==> src/hdl/crom_defines.svh <==
// Control store microword layout for the microsequencer
//   Microword, address and call stack sizes
//   Field positions within the registered microword
// Bit 0 is the most significant bit, as in the processor prints

`ifndef CROM_DEFINES_SVH
`define CROM_DEFINES_SVH

////////////////////////////////////////////////////////////////////////////
// Sizes
////////////////////////////////////////////////////////////////////////////

// Registered microword from the control ROM
`define CROM_WIDTH 24

// Microcode address, 4K words of control store
`define ADDR_WIDTH 12

// Subroutine nesting available to the microcode
`define STACK_DEPTH 4

////////////////////////////////////////////////////////////////////////////
// Microword fields, big-endian bit numbers
////////////////////////////////////////////////////////////////////////////

// Jump address
`define CROM_J 0:11

// Subroutine call, pushes the current address
`define CROM_CALL 12

// Dispatch enables
`define CROM_DISP_EN_10 13
`define CROM_DISP_EN_20 14
`define CROM_DISP_EN_40 15

// High byte and low nibble dispatch selects
`define CROM_DISP_SELH 16:17
`define CROM_DISP_SEL 18:20

// Skip condition select
`define CROM_SKIP_SEL 21:23

`endif

==> src/hdl/ucodePkg.sv <==
// Microcode field types for the microsequencer
//   dispSelH_t   high byte dispatch select
//   dispSel_t    low nibble dispatch select, both enable tables
//   skipSel_t    skip condition select

package ucodePkg;

   ////////////////////////////////////////////////////////////////////////////
   // Dispatch selects
   ////////////////////////////////////////////////////////////////////////////

   // High byte source, used with EN20
   typedef enum logic [1:0] {
      selhDIAG  = 2'd0,
      selhRET   = 2'd1,
      selhJ     = 2'd2,
      selhAREAD = 2'd3
   } dispSelH_t;

   // Low nibble source under EN10
   typedef enum logic [2:0] {
      selDIAG     = 3'd0,
      selRET      = 3'd1,
      selMULTIPLY = 3'd2,
      selPAGEFAIL = 3'd3,
      selNICOND   = 3'd4,
      selBYTE     = 3'd5,
      selEAMODE   = 3'd6,
      selSCAD     = 3'd7
   } dispSel_t;

   // Same codes, names as decoded under EN40
   localparam dispSel_t selZERO     = dispSel_t'(3'd0);
   localparam dispSel_t selDP18TO21 = dispSel_t'(3'd1);
   localparam dispSel_t selJ        = dispSel_t'(3'd2);
   localparam dispSel_t selAREAD    = dispSel_t'(3'd3);
   localparam dispSel_t selNORM     = dispSel_t'(3'd4);
   localparam dispSel_t selDP32TO35 = dispSel_t'(3'd5);
   localparam dispSel_t selDROMA    = dispSel_t'(3'd6);
   localparam dispSel_t selDROMB    = dispSel_t'(3'd7);

   ////////////////////////////////////////////////////////////////////////////
   // Skip select
   ////////////////////////////////////////////////////////////////////////////

   // Code n picks bit n of the skip condition bus
   typedef enum logic [2:0] {
      skipNONE   = 3'd0,
      skipCRY0   = 3'd1,
      skipADEQ0  = 3'd2,
      skipDPNEG  = 3'd3,
      skipSCNEG  = 3'd4,
      skipINTRPT = 3'd5,
      skipKERNEL = 3'd6,
      skipIOLGL  = 3'd7
   } skipSel_t;

endpackage

==> src/hdl/dispatch.sv <==
// N-way dispatch for the microsequencer
//   High byte from one of four 12-bit sources under EN20
//   Low nibble from the EN10 or EN40 table
// Output only sets address bits, it is ORed onto J downstream

`timescale 1ns/100ps

`include "crom_defines.svh"

module dispatch
   import ucodePkg::*;
(
   input  logic                                 dispEN10,
   input  logic                                 dispEN20,
   input  logic                                 dispEN40,
   input  dispSelH_t                            dispSELH,
   input  dispSel_t                             dispSEL,
   input  logic [0:35]                          dp,
   input  logic [0:`ADDR_WIDTH-1]               dispDIAG,
   input  logic [0:`ADDR_WIDTH-1]               dispRET,
   input  logic [0:`ADDR_WIDTH-1]               dispJ,
   input  logic [0:`ADDR_WIDTH-1]               dispAREAD,
   input  logic [`ADDR_WIDTH-4:`ADDR_WIDTH-1]   dispMUL,
   input  logic [`ADDR_WIDTH-4:`ADDR_WIDTH-1]   dispPF,
   input  logic [`ADDR_WIDTH-4:`ADDR_WIDTH-1]   dispNI,
   input  logic [`ADDR_WIDTH-4:`ADDR_WIDTH-1]   dispBYTE,
   input  logic [`ADDR_WIDTH-4:`ADDR_WIDTH-1]   dispEA,
   input  logic [`ADDR_WIDTH-4:`ADDR_WIDTH-1]   dispSCAD,
   input  logic [`ADDR_WIDTH-4:`ADDR_WIDTH-1]   dispNORM,
   input  logic [`ADDR_WIDTH-4:`ADDR_WIDTH-1]   dispDROMA,
   input  logic [`ADDR_WIDTH-4:`ADDR_WIDTH-1]   dispDROMB,
   output logic [0:`ADDR_WIDTH-1]               dispAddr
);

   ////////////////////////////////////////////////////////////////////////////
   // Dispatch address mux
   ////////////////////////////////////////////////////////////////////////////

   always_comb
   begin
      // Nothing enabled, no bits contributed
      dispAddr = '0;

      // High byte select
      if (dispEN20)
      begin
         case (dispSELH)
            selhDIAG:  dispAddr[0:7] = dispDIAG[0:7];
            selhRET:   dispAddr[0:7] = dispRET[0:7];
            selhJ:     dispAddr[0:7] = dispJ[0:7];
            selhAREAD: dispAddr[0:7] = dispAREAD[0:7];
         endcase
      end

      // Low nibble, control and decode sources
      if (dispEN10)
      begin
         case (dispSEL)
            selDIAG:     dispAddr[8:11] = dispDIAG[8:11];
            selRET:      dispAddr[8:11] = dispRET[8:11];
            selMULTIPLY: dispAddr[8:11] = dispMUL;
            selPAGEFAIL: dispAddr[8:11] = dispPF;
            selNICOND:   dispAddr[8:11] = dispNI;
            selBYTE:     dispAddr[8:11] = dispBYTE;
            selEAMODE:   dispAddr[8:11] = dispEA;
            selSCAD:     dispAddr[8:11] = dispSCAD;
         endcase
      end

      // Low nibble, datapath and DROM sources
      // Evaluated last so EN40 overrides EN10
      if (dispEN40)
      begin
         case (dispSEL)
            selZERO:     dispAddr[8:11] = 4'b0000;
            selDP18TO21: dispAddr[8:11] = dp[18:21];
            selJ:        dispAddr[8:11] = dispJ[8:11];
            selAREAD:    dispAddr[8:11] = dispAREAD[8:11];
            selNORM:     dispAddr[8:11] = dispNORM;
            selDP32TO35: dispAddr[8:11] = dp[32:35];
            selDROMA:    dispAddr[8:11] = dispDROMA;
            selDROMB:    dispAddr[8:11] = dispDROMB;
         endcase
      end
   end

endmodule

==> src/hdl/skipLogic.sv <==
// Conditional skip for the microsequencer
//   Picks one of eight skip conditions from the microword select
//   Result feeds the least significant address bit

`timescale 1ns/100ps

module skipLogic
   import ucodePkg::*;
(
   input  skipSel_t    skipSel,
   input  logic [0:7]  skipCond,
   output logic        skipBit
);

   ////////////////////////////////////////////////////////////////////////////
   // Condition select
   ////////////////////////////////////////////////////////////////////////////

   // Selected condition, bit n for code n
   logic condSel;

   // Select code enabled
   logic skipEn;

   // Index the bus directly by the select code
   assign condSel = skipCond[skipSel];

   // Code 0 means no skip, bit 0 of the bus is a don't care
   assign skipEn = (skipSel != skipNONE);

   // Skip can only set address bit 11, never clear it
   assign skipBit = skipEn & condSel;

endmodule

==> src/hdl/callStack.sv <==
// Microcode subroutine return stack
//   Push of the current address on CALL
//   Pop on a RET dispatch, pop before push when both arrive
//   Sticky error flag on overflow or underflow

`timescale 1ns/100ps

`include "crom_defines.svh"

module callStack
(
   input  logic                     clk,
   input  logic                     rst,
   input  logic                     push,
   input  logic                     pop,
   input  logic [0:`ADDR_WIDTH-1]   pushAddr,
   output logic [0:`ADDR_WIDTH-1]   retAddr,
   output logic                     stackErr
);

   // Pointer counts entries, so it needs one value past the depth
   localparam int ptrWidth = $clog2(`STACK_DEPTH + 1);
   localparam int idxWidth = $clog2(`STACK_DEPTH);
   localparam logic [ptrWidth-1:0] fullLevel = ptrWidth'(`STACK_DEPTH);

   // Return address storage
   logic [0:`ADDR_WIDTH-1] stackMem [0:`STACK_DEPTH-1];

   // Number of valid entries
   logic [ptrWidth-1:0] sp;

   // Depth after the pop half of the cycle
   logic [ptrWidth-1:0] popLevel;
   logic [idxWidth-1:0] topIdx;
   logic [idxWidth-1:0] wrIdx;
   logic                empty;
   logic                full;
   logic                popOk;
   logic                popErr;
   logic                pushOk;
   logic                pushErr;

   ////////////////////////////////////////////////////////////////////////////
   // Pointer arithmetic
   ////////////////////////////////////////////////////////////////////////////

   assign empty = (sp == '0);
   assign full  = (sp == fullLevel);

   // Pop goes first
   assign popOk    = pop & ~empty;
   assign popErr   = pop & empty;
   assign popLevel = popOk ? sp - ptrWidth'(1) : sp;

   // Push checks room left after the pop
   assign pushOk  = push & (popLevel != fullLevel);
   assign pushErr = push & (popLevel == fullLevel);

   assign topIdx = idxWidth'(sp - ptrWidth'(1));
   assign wrIdx  = idxWidth'(popLevel);

   // Top entry, zero when nothing is stacked
   assign retAddr = empty ? '0 : stackMem[topIdx];

   ////////////////////////////////////////////////////////////////////////////
   // State
   ////////////////////////////////////////////////////////////////////////////

   always_ff @(posedge clk)
   begin
      if (rst)
      begin
         sp       <= '0;
         stackErr <= 1'b0;
      end
      else
      begin
         sp <= pushOk ? popLevel + ptrWidth'(1) : popLevel;
         // Held until the next reset
         if (popErr | pushErr)
            stackErr <= 1'b1;
      end
   end

   always_ff @(posedge clk)
   begin
      if (pushOk & ~rst)
         stackMem[wrIdx] <= pushAddr;
   end

   // Push with no pop on a full stack is dropped
   overflowChk: assert property (@(posedge clk) disable iff (rst) !(push && !pop && full))
      else $warning("call stack overflow, push of %h dropped", pushAddr);

   // Return with nothing stacked
   underflowChk: assert property (@(posedge clk) disable iff (rst) !(pop && empty))
      else $warning("call stack underflow");

endmodule

==> src/hdl/nextAddr.sv <==
// Next microcode address
//   OR of jump address, dispatch bits and skip bit
//   Current address register read by the control ROM

`timescale 1ns/100ps

`include "crom_defines.svh"

module nextAddr
(
   input  logic                     clk,
   input  logic                     rst,
   input  logic [0:`ADDR_WIDTH-1]   jAddr,
   input  logic [0:`ADDR_WIDTH-1]   dispAddr,
   input  logic                     skipBit,
   output logic [0:`ADDR_WIDTH-1]   currAddr
);

   // Skip bit widened onto address bit 11
   logic [0:`ADDR_WIDTH-1] skipAddr;

   // Combined next address
   logic [0:`ADDR_WIDTH-1] nextAddrVal;

   ////////////////////////////////////////////////////////////////////////////
   // Address combine
   ////////////////////////////////////////////////////////////////////////////

   assign skipAddr = {{(`ADDR_WIDTH-1){1'b0}}, skipBit};

   // Dispatch and skip only set bits of J
   assign nextAddrVal = jAddr | dispAddr | skipAddr;

   ////////////////////////////////////////////////////////////////////////////
   // Address register
   ////////////////////////////////////////////////////////////////////////////

   // Loaded every cycle with no stall
   always_ff @(posedge clk)
   begin
      if (rst)
         currAddr <= '0;
      else
         currAddr <= nextAddrVal;
   end

endmodule

==> src/hdl/microseq.sv <==
// Microsequencer top level
//   Microword field slicing
//   Return pop decode from the RET high byte dispatch
//   Dispatch, skip, call stack and address register blocks

`timescale 1ns/100ps

`include "crom_defines.svh"

module microseq
   import ucodePkg::*;
(
   input  logic                                 clk,
   input  logic                                 rst,
   input  logic [0:`CROM_WIDTH-1]               crom,
   input  logic [0:35]                          dp,
   input  logic [0:`ADDR_WIDTH-1]               dispDIAG,
   input  logic [0:`ADDR_WIDTH-1]               dispJ,
   input  logic [0:`ADDR_WIDTH-1]               dispAREAD,
   input  logic [`ADDR_WIDTH-4:`ADDR_WIDTH-1]   dispMUL,
   input  logic [`ADDR_WIDTH-4:`ADDR_WIDTH-1]   dispPF,
   input  logic [`ADDR_WIDTH-4:`ADDR_WIDTH-1]   dispNI,
   input  logic [`ADDR_WIDTH-4:`ADDR_WIDTH-1]   dispBYTE,
   input  logic [`ADDR_WIDTH-4:`ADDR_WIDTH-1]   dispEA,
   input  logic [`ADDR_WIDTH-4:`ADDR_WIDTH-1]   dispSCAD,
   input  logic [`ADDR_WIDTH-4:`ADDR_WIDTH-1]   dispNORM,
   input  logic [`ADDR_WIDTH-4:`ADDR_WIDTH-1]   dispDROMA,
   input  logic [`ADDR_WIDTH-4:`ADDR_WIDTH-1]   dispDROMB,
   input  logic [0:7]                           skipCond,
   output logic [0:`ADDR_WIDTH-1]               currAddr,
   output logic                                 stackErr
);

   ////////////////////////////////////////////////////////////////////////////
   // Microword fields
   ////////////////////////////////////////////////////////////////////////////

   logic [0:`ADDR_WIDTH-1] jAddr;
   logic                   call;
   logic                   dispEN10;
   logic                   dispEN20;
   logic                   dispEN40;
   dispSelH_t              dispSELH;
   dispSel_t               dispSEL;
   skipSel_t               skipSel;

   // Block outputs
   logic [0:`ADDR_WIDTH-1] dispAddr;
   logic [0:`ADDR_WIDTH-1] retAddr;
   logic                   skipBit;
   logic                   retPop;

   assign jAddr    = crom[`CROM_J];
   assign call     = crom[`CROM_CALL];
   assign dispEN10 = crom[`CROM_DISP_EN_10];
   assign dispEN20 = crom[`CROM_DISP_EN_20];
   assign dispEN40 = crom[`CROM_DISP_EN_40];
   assign dispSELH = dispSelH_t'(crom[`CROM_DISP_SELH]);
   assign dispSEL  = dispSel_t'(crom[`CROM_DISP_SEL]);
   assign skipSel  = skipSel_t'(crom[`CROM_SKIP_SEL]);

   // Return is the RET high byte dispatch
   assign retPop = dispEN20 & (dispSELH == selhRET);

   ////////////////////////////////////////////////////////////////////////////
   // Blocks
   ////////////////////////////////////////////////////////////////////////////

   dispatch i_dispatch (
      .dispEN10  (dispEN10),
      .dispEN20  (dispEN20),
      .dispEN40  (dispEN40),
      .dispSELH  (dispSELH),
      .dispSEL   (dispSEL),
      .dp        (dp),
      .dispDIAG  (dispDIAG),
      .dispRET   (retAddr),
      .dispJ     (dispJ),
      .dispAREAD (dispAREAD),
      .dispMUL   (dispMUL),
      .dispPF    (dispPF),
      .dispNI    (dispNI),
      .dispBYTE  (dispBYTE),
      .dispEA    (dispEA),
      .dispSCAD  (dispSCAD),
      .dispNORM  (dispNORM),
      .dispDROMA (dispDROMA),
      .dispDROMB (dispDROMB),
      .dispAddr  (dispAddr)
   );

   skipLogic i_skipLogic (
      .skipSel  (skipSel),
      .skipCond (skipCond),
      .skipBit  (skipBit)
   );

   // Calling microword address goes on the stack
   callStack i_callStack (
      .clk      (clk),
      .rst      (rst),
      .push     (call),
      .pop      (retPop),
      .pushAddr (currAddr),
      .retAddr  (retAddr),
      .stackErr (stackErr)
   );

   nextAddr i_nextAddr (
      .clk      (clk),
      .rst      (rst),
      .jAddr    (jAddr),
      .dispAddr (dispAddr),
      .skipBit  (skipBit),
      .currAddr (currAddr)
   );

   // A live microword always carries a defined skip select
   skipSelKnown: assert property (@(posedge clk) disable iff (rst) !$isunknown(skipSel))
      else $error("skip select unknown at address %h", currAddr);

endmodule

==> config.mk <==
export PLATFORM = sky130hd
export DESIGN_NAME = microseq
export DESIGN_NICKNAME = d
export VERILOG_FILES = /design/src/hdl/ucodePkg.sv /design/src/hdl/dispatch.sv /design/src/hdl/skipLogic.sv /design/src/hdl/callStack.sv /design/src/hdl/nextAddr.sv /design/src/hdl/microseq.sv
export VERILOG_INCLUDE_DIRS = /design/src /design/src/hdl
export SDC_FILE = /design/constraint.sdc
export NUM_CORES = 1
export LEC_CHECK = 0
export BUFFER_PORTS_ARGS = -buffer_cell sky130_fd_sc_hd__buf_4
export CAP_MARGIN = 20
export CORE_AREA = 4 4 91 85
export CTS_BUF_LIST = sky130_fd_sc_hd__clkbuf_8
export DETAILED_ROUTE_END_ITERATION = 8
export DIE_AREA = 0 0 95 89
export PLACE_DENSITY = 0.83
export SKIP_CTS_REPAIR_TIMING = 1
export SYNTH_ARGS = -nofsm -noshare
export SYNTH_HDL_FRONTEND = slang
export SYNTH_SLANG_ARGS = --single-unit
==> constraint.sdc <==
create_clock -name clk -period 5.6 [get_ports clk]
set_input_delay 0.84 -clock clk [delete_from_list [all_inputs] [get_ports clk]]
set_output_delay 0.84 -clock clk [all_outputs]
set_load 0.02 [all_outputs]
==> results.md <==
* Root buf cell: clkbuf_8
* Via density at 5.375
* Fmax at 289.5 MHz
* CTS Buf Count at 9
* Count of cell types in the netlist at 45
* Initial antenna violation count at 0
* RSZ-0062 raised after global routing: no
* GR Overflow Total at 0
* Synthesis warning total at 0
* Die W at 95 um
* Max_slew headroom at 33.52%
* Pwr dens at 274.5 nW/um^2
* Crit-path cells: buf_4 > nor2b_1 > and3_1 > mux2_4 > ha_1 > inv_1 > o21ai_1 > nor2_1 > and2_1
* # H-tree levels at 3
* Total negative slack at 0 ps
* Initial Util at 48.40%
* Worst Hold Class: reg2reg
* Setup-failing EPs final at 0
* Core area at 6822 um^2
* Slew Limit Fails at 0
* Fillers at 497
* Max cap viols at 0
* Mean area per synthesized cell at 12.05 um^2
* Die area at 8455 um^2
* Worst-Margin Slew at 991.8 ps
* Reg2Reg Setup Slack at 2280 ps
* Peak supply drop at 161.9 uV
* Drt first pass iters at 4
* Final hold slack at 507.3 ps
* Number of global-route vias before repair at 2644
* Post-layout minimum cycle time at 3454 ps
* Drt wl/cell at 17.22 um
* Hold Violations, Final at 0
* Layout Utilization at 65.35%
* Row count at 29
* TritonCTS clock tree: done
* Synthesized area at 3302 um^2
* CP Class: in2reg
* Die Ht at 89 um
* CTS sink count at 64
* Post-DRT Antenna Nets at 0
* Hpwl dp at 6117 um
* Critical-path top delay cell: and2_1
* Startpoint types: input pin
* Diode count at 0
* P&R area growth vs syn at 35.01%
* Final wirelength at 8453 um
* Drt drc at 0
* Worst-Skew Late Latency at 330 ps
* Net Count, Synth at 422
* Most frequent cells in the layout: 126 x buf_4, 48 x edfxtp_1, 30 x nor2_1
* FF+latch count, synth at 64
* Reg clk slew, reported paths at 60 ps
* Synthesized instance count at 274
* Element type at the critical path end: flip-flop
* Period utilization at 61.68%
* Status: complete, no violations
* Largest net degree at the start of global routing at 32
* Clk buf depth at 2
* Seq/Total Area, Yosys at 53.35%
* Worst Path Required at 5560 ps
* Share of cells above drive strength 1 at 40.95%
* Crit-path max FO at 12
* P_leak at 0.001812 uW
* First-pass GRT wire length at 12890 um
* CP bufs+invs at 2
* CP top delay family: simple AND/OR/NAND/NOR gates
* Fin nets at 542
* # IOs at 155
* CP Data Arrival Time at 3420 ps
* Port Buffers at 125
* Max incr delay on CP at 600 ps
* RD Place Congestion at 0.8147
* 1st-iter DRT viols at 185
* GRT Total Usage at 20.40%
* Max Clock Skew at 7.759 ps
* Most common cell after layout, fill and taps aside: buf_4
* Vias at 2639
## cell families (layout without fill, tap and decap cells)
| group | count (synthesis) | count (layout) | synth area share, % |
|---|---|---|---|
| buffers and inverters | 28 | 152 | 4.168 |
| AOI/OAI and AO/OA | 66 | 66 | 13.45 |
| DFF | 64 | 64 | 53.35 |
| and+or+nand+nor | 80 | 80 | 11.41 |
| adders and majority gates | 6 | 6 | 2.274 |
| xor gates and xnor gates | 2 | 2 | 0.7580 |
| muxes | 28 | 28 | 14.59 |
## final timing paths
check / start / cells past startpoint / endpoint
min reg2reg: i_nextAddr.currAddr[5]$_SDFF_PP0_ / 0 / i_callStack.stackMem[0][6]$_DFFE_PP_
max reg2reg: i_callStack.sp[0]$_SDFF_PP0_ / 10 / i_callStack.stackMem[2][9]$_DFFE_PP_
max: crom[17] / 9 / i_callStack.stackMem[2][9]$_DFFE_PP_
min: i_nextAddr.currAddr[5]$_SDFF_PP0_ / 0 / i_callStack.stackMem[0][6]$_DFFE_PP_
## synthesized netlist by cell type (all sizes together)
master | count | share of area, %
mux2i | 8 | 2.4
a32o | 1 | 0.30
a31oi | 5 | 0.95
edfxtp | 48 | 44
or2 | 1 | 0.19
nor2 | 30 | 3.4
a211o | 1 | 0.27
xnor2 | 2 | 0.76
ha | 6 | 2.3
nand3b | 4 | 0.91
a22o | 1 | 0.27
clkbuf | 5 | 0.57
o2bb2ai | 2 | 0.53
nand2 | 23 | 2.6
nor3 | 2 | 0.30
dfxtp | 16 | 9.7
nand3 | 3 | 0.45
nand4b | 1 | 0.27
a221oi | 1 | 0.27
a221o | 3 | 0.91
a211oi | 21 | 4.8
o221ai | 1 | 0.27
nor2b | 4 | 0.76
and3 | 3 | 0.57
nand2b | 2 | 0.38
o211ai | 1 | 0.23
or3 | 1 | 0.34
nor3b | 2 | 0.45
o21ai | 16 | 2.4
a32oi | 1 | 0.27
and2 | 3 | 0.57
mux2 | 5 | 1.8
nand4 | 1 | 0.19
a21o | 1 | 0.23
mux4 | 15 | 10
buf | 12 | 2.3
o31a | 1 | 0.27
a21oi | 10 | 1.5
inv | 11 | 1.3
## sequential cells by signal, summed over array words and instances (netlist names)
register	flops
i_callStack.sp	3
i_callStack.stackErr	1
i_callStack.stackMem	48
i_nextAddr.currAddr	12
## report_power, final
group          leakage, uW  total [uW]  internal [uW]  switching [uW]
Combinational      0.00115         293            154             139
Sequential        0.000575         564            548            15.3
Clock            0.0000848         367            200             167
Total              0.00181        1220            902             322
## layout make-up
type	instances	area (um^2)	area share, %
clock buffer	9	123.9	2.779
timing repair buffer	126	945.9	21.22
tap	93	116.4	2.610
sequential	64	1762	39.52
multi-input combinational	182	1408	31.57
inverter	11	41.29	0.9262
clock inverter	6	61.31	1.375
## routing by layer
| layer | vias up | track usage (%) | wire length, um |
|---|---|---|---|
| met5 | - | 0 | 0 |
| met3 | 8 | 4.714 | 526 |
| li1 | 1284 | - | - |
| met2 | 92 | 34.31 | 4313 |
| met4 | 0 | 6.815 | 117 |
| met1 | 1255 | 26.29 | 3496 |
## metrics by stage
step                      instance area, um^2  cells  worst slack [ps]  total power [uW]
after floorplan                          3302    274              2160             754.5
after global placement                   4273    476              1898             857.7
after detailed placement                 4273    476              1839             866.1
after CTS                                4458    491              2168              1233
after global routing                     4458    491              1939              1284
final                                    4458    491              2146              1224
Power figures use the tool's default switching activity.
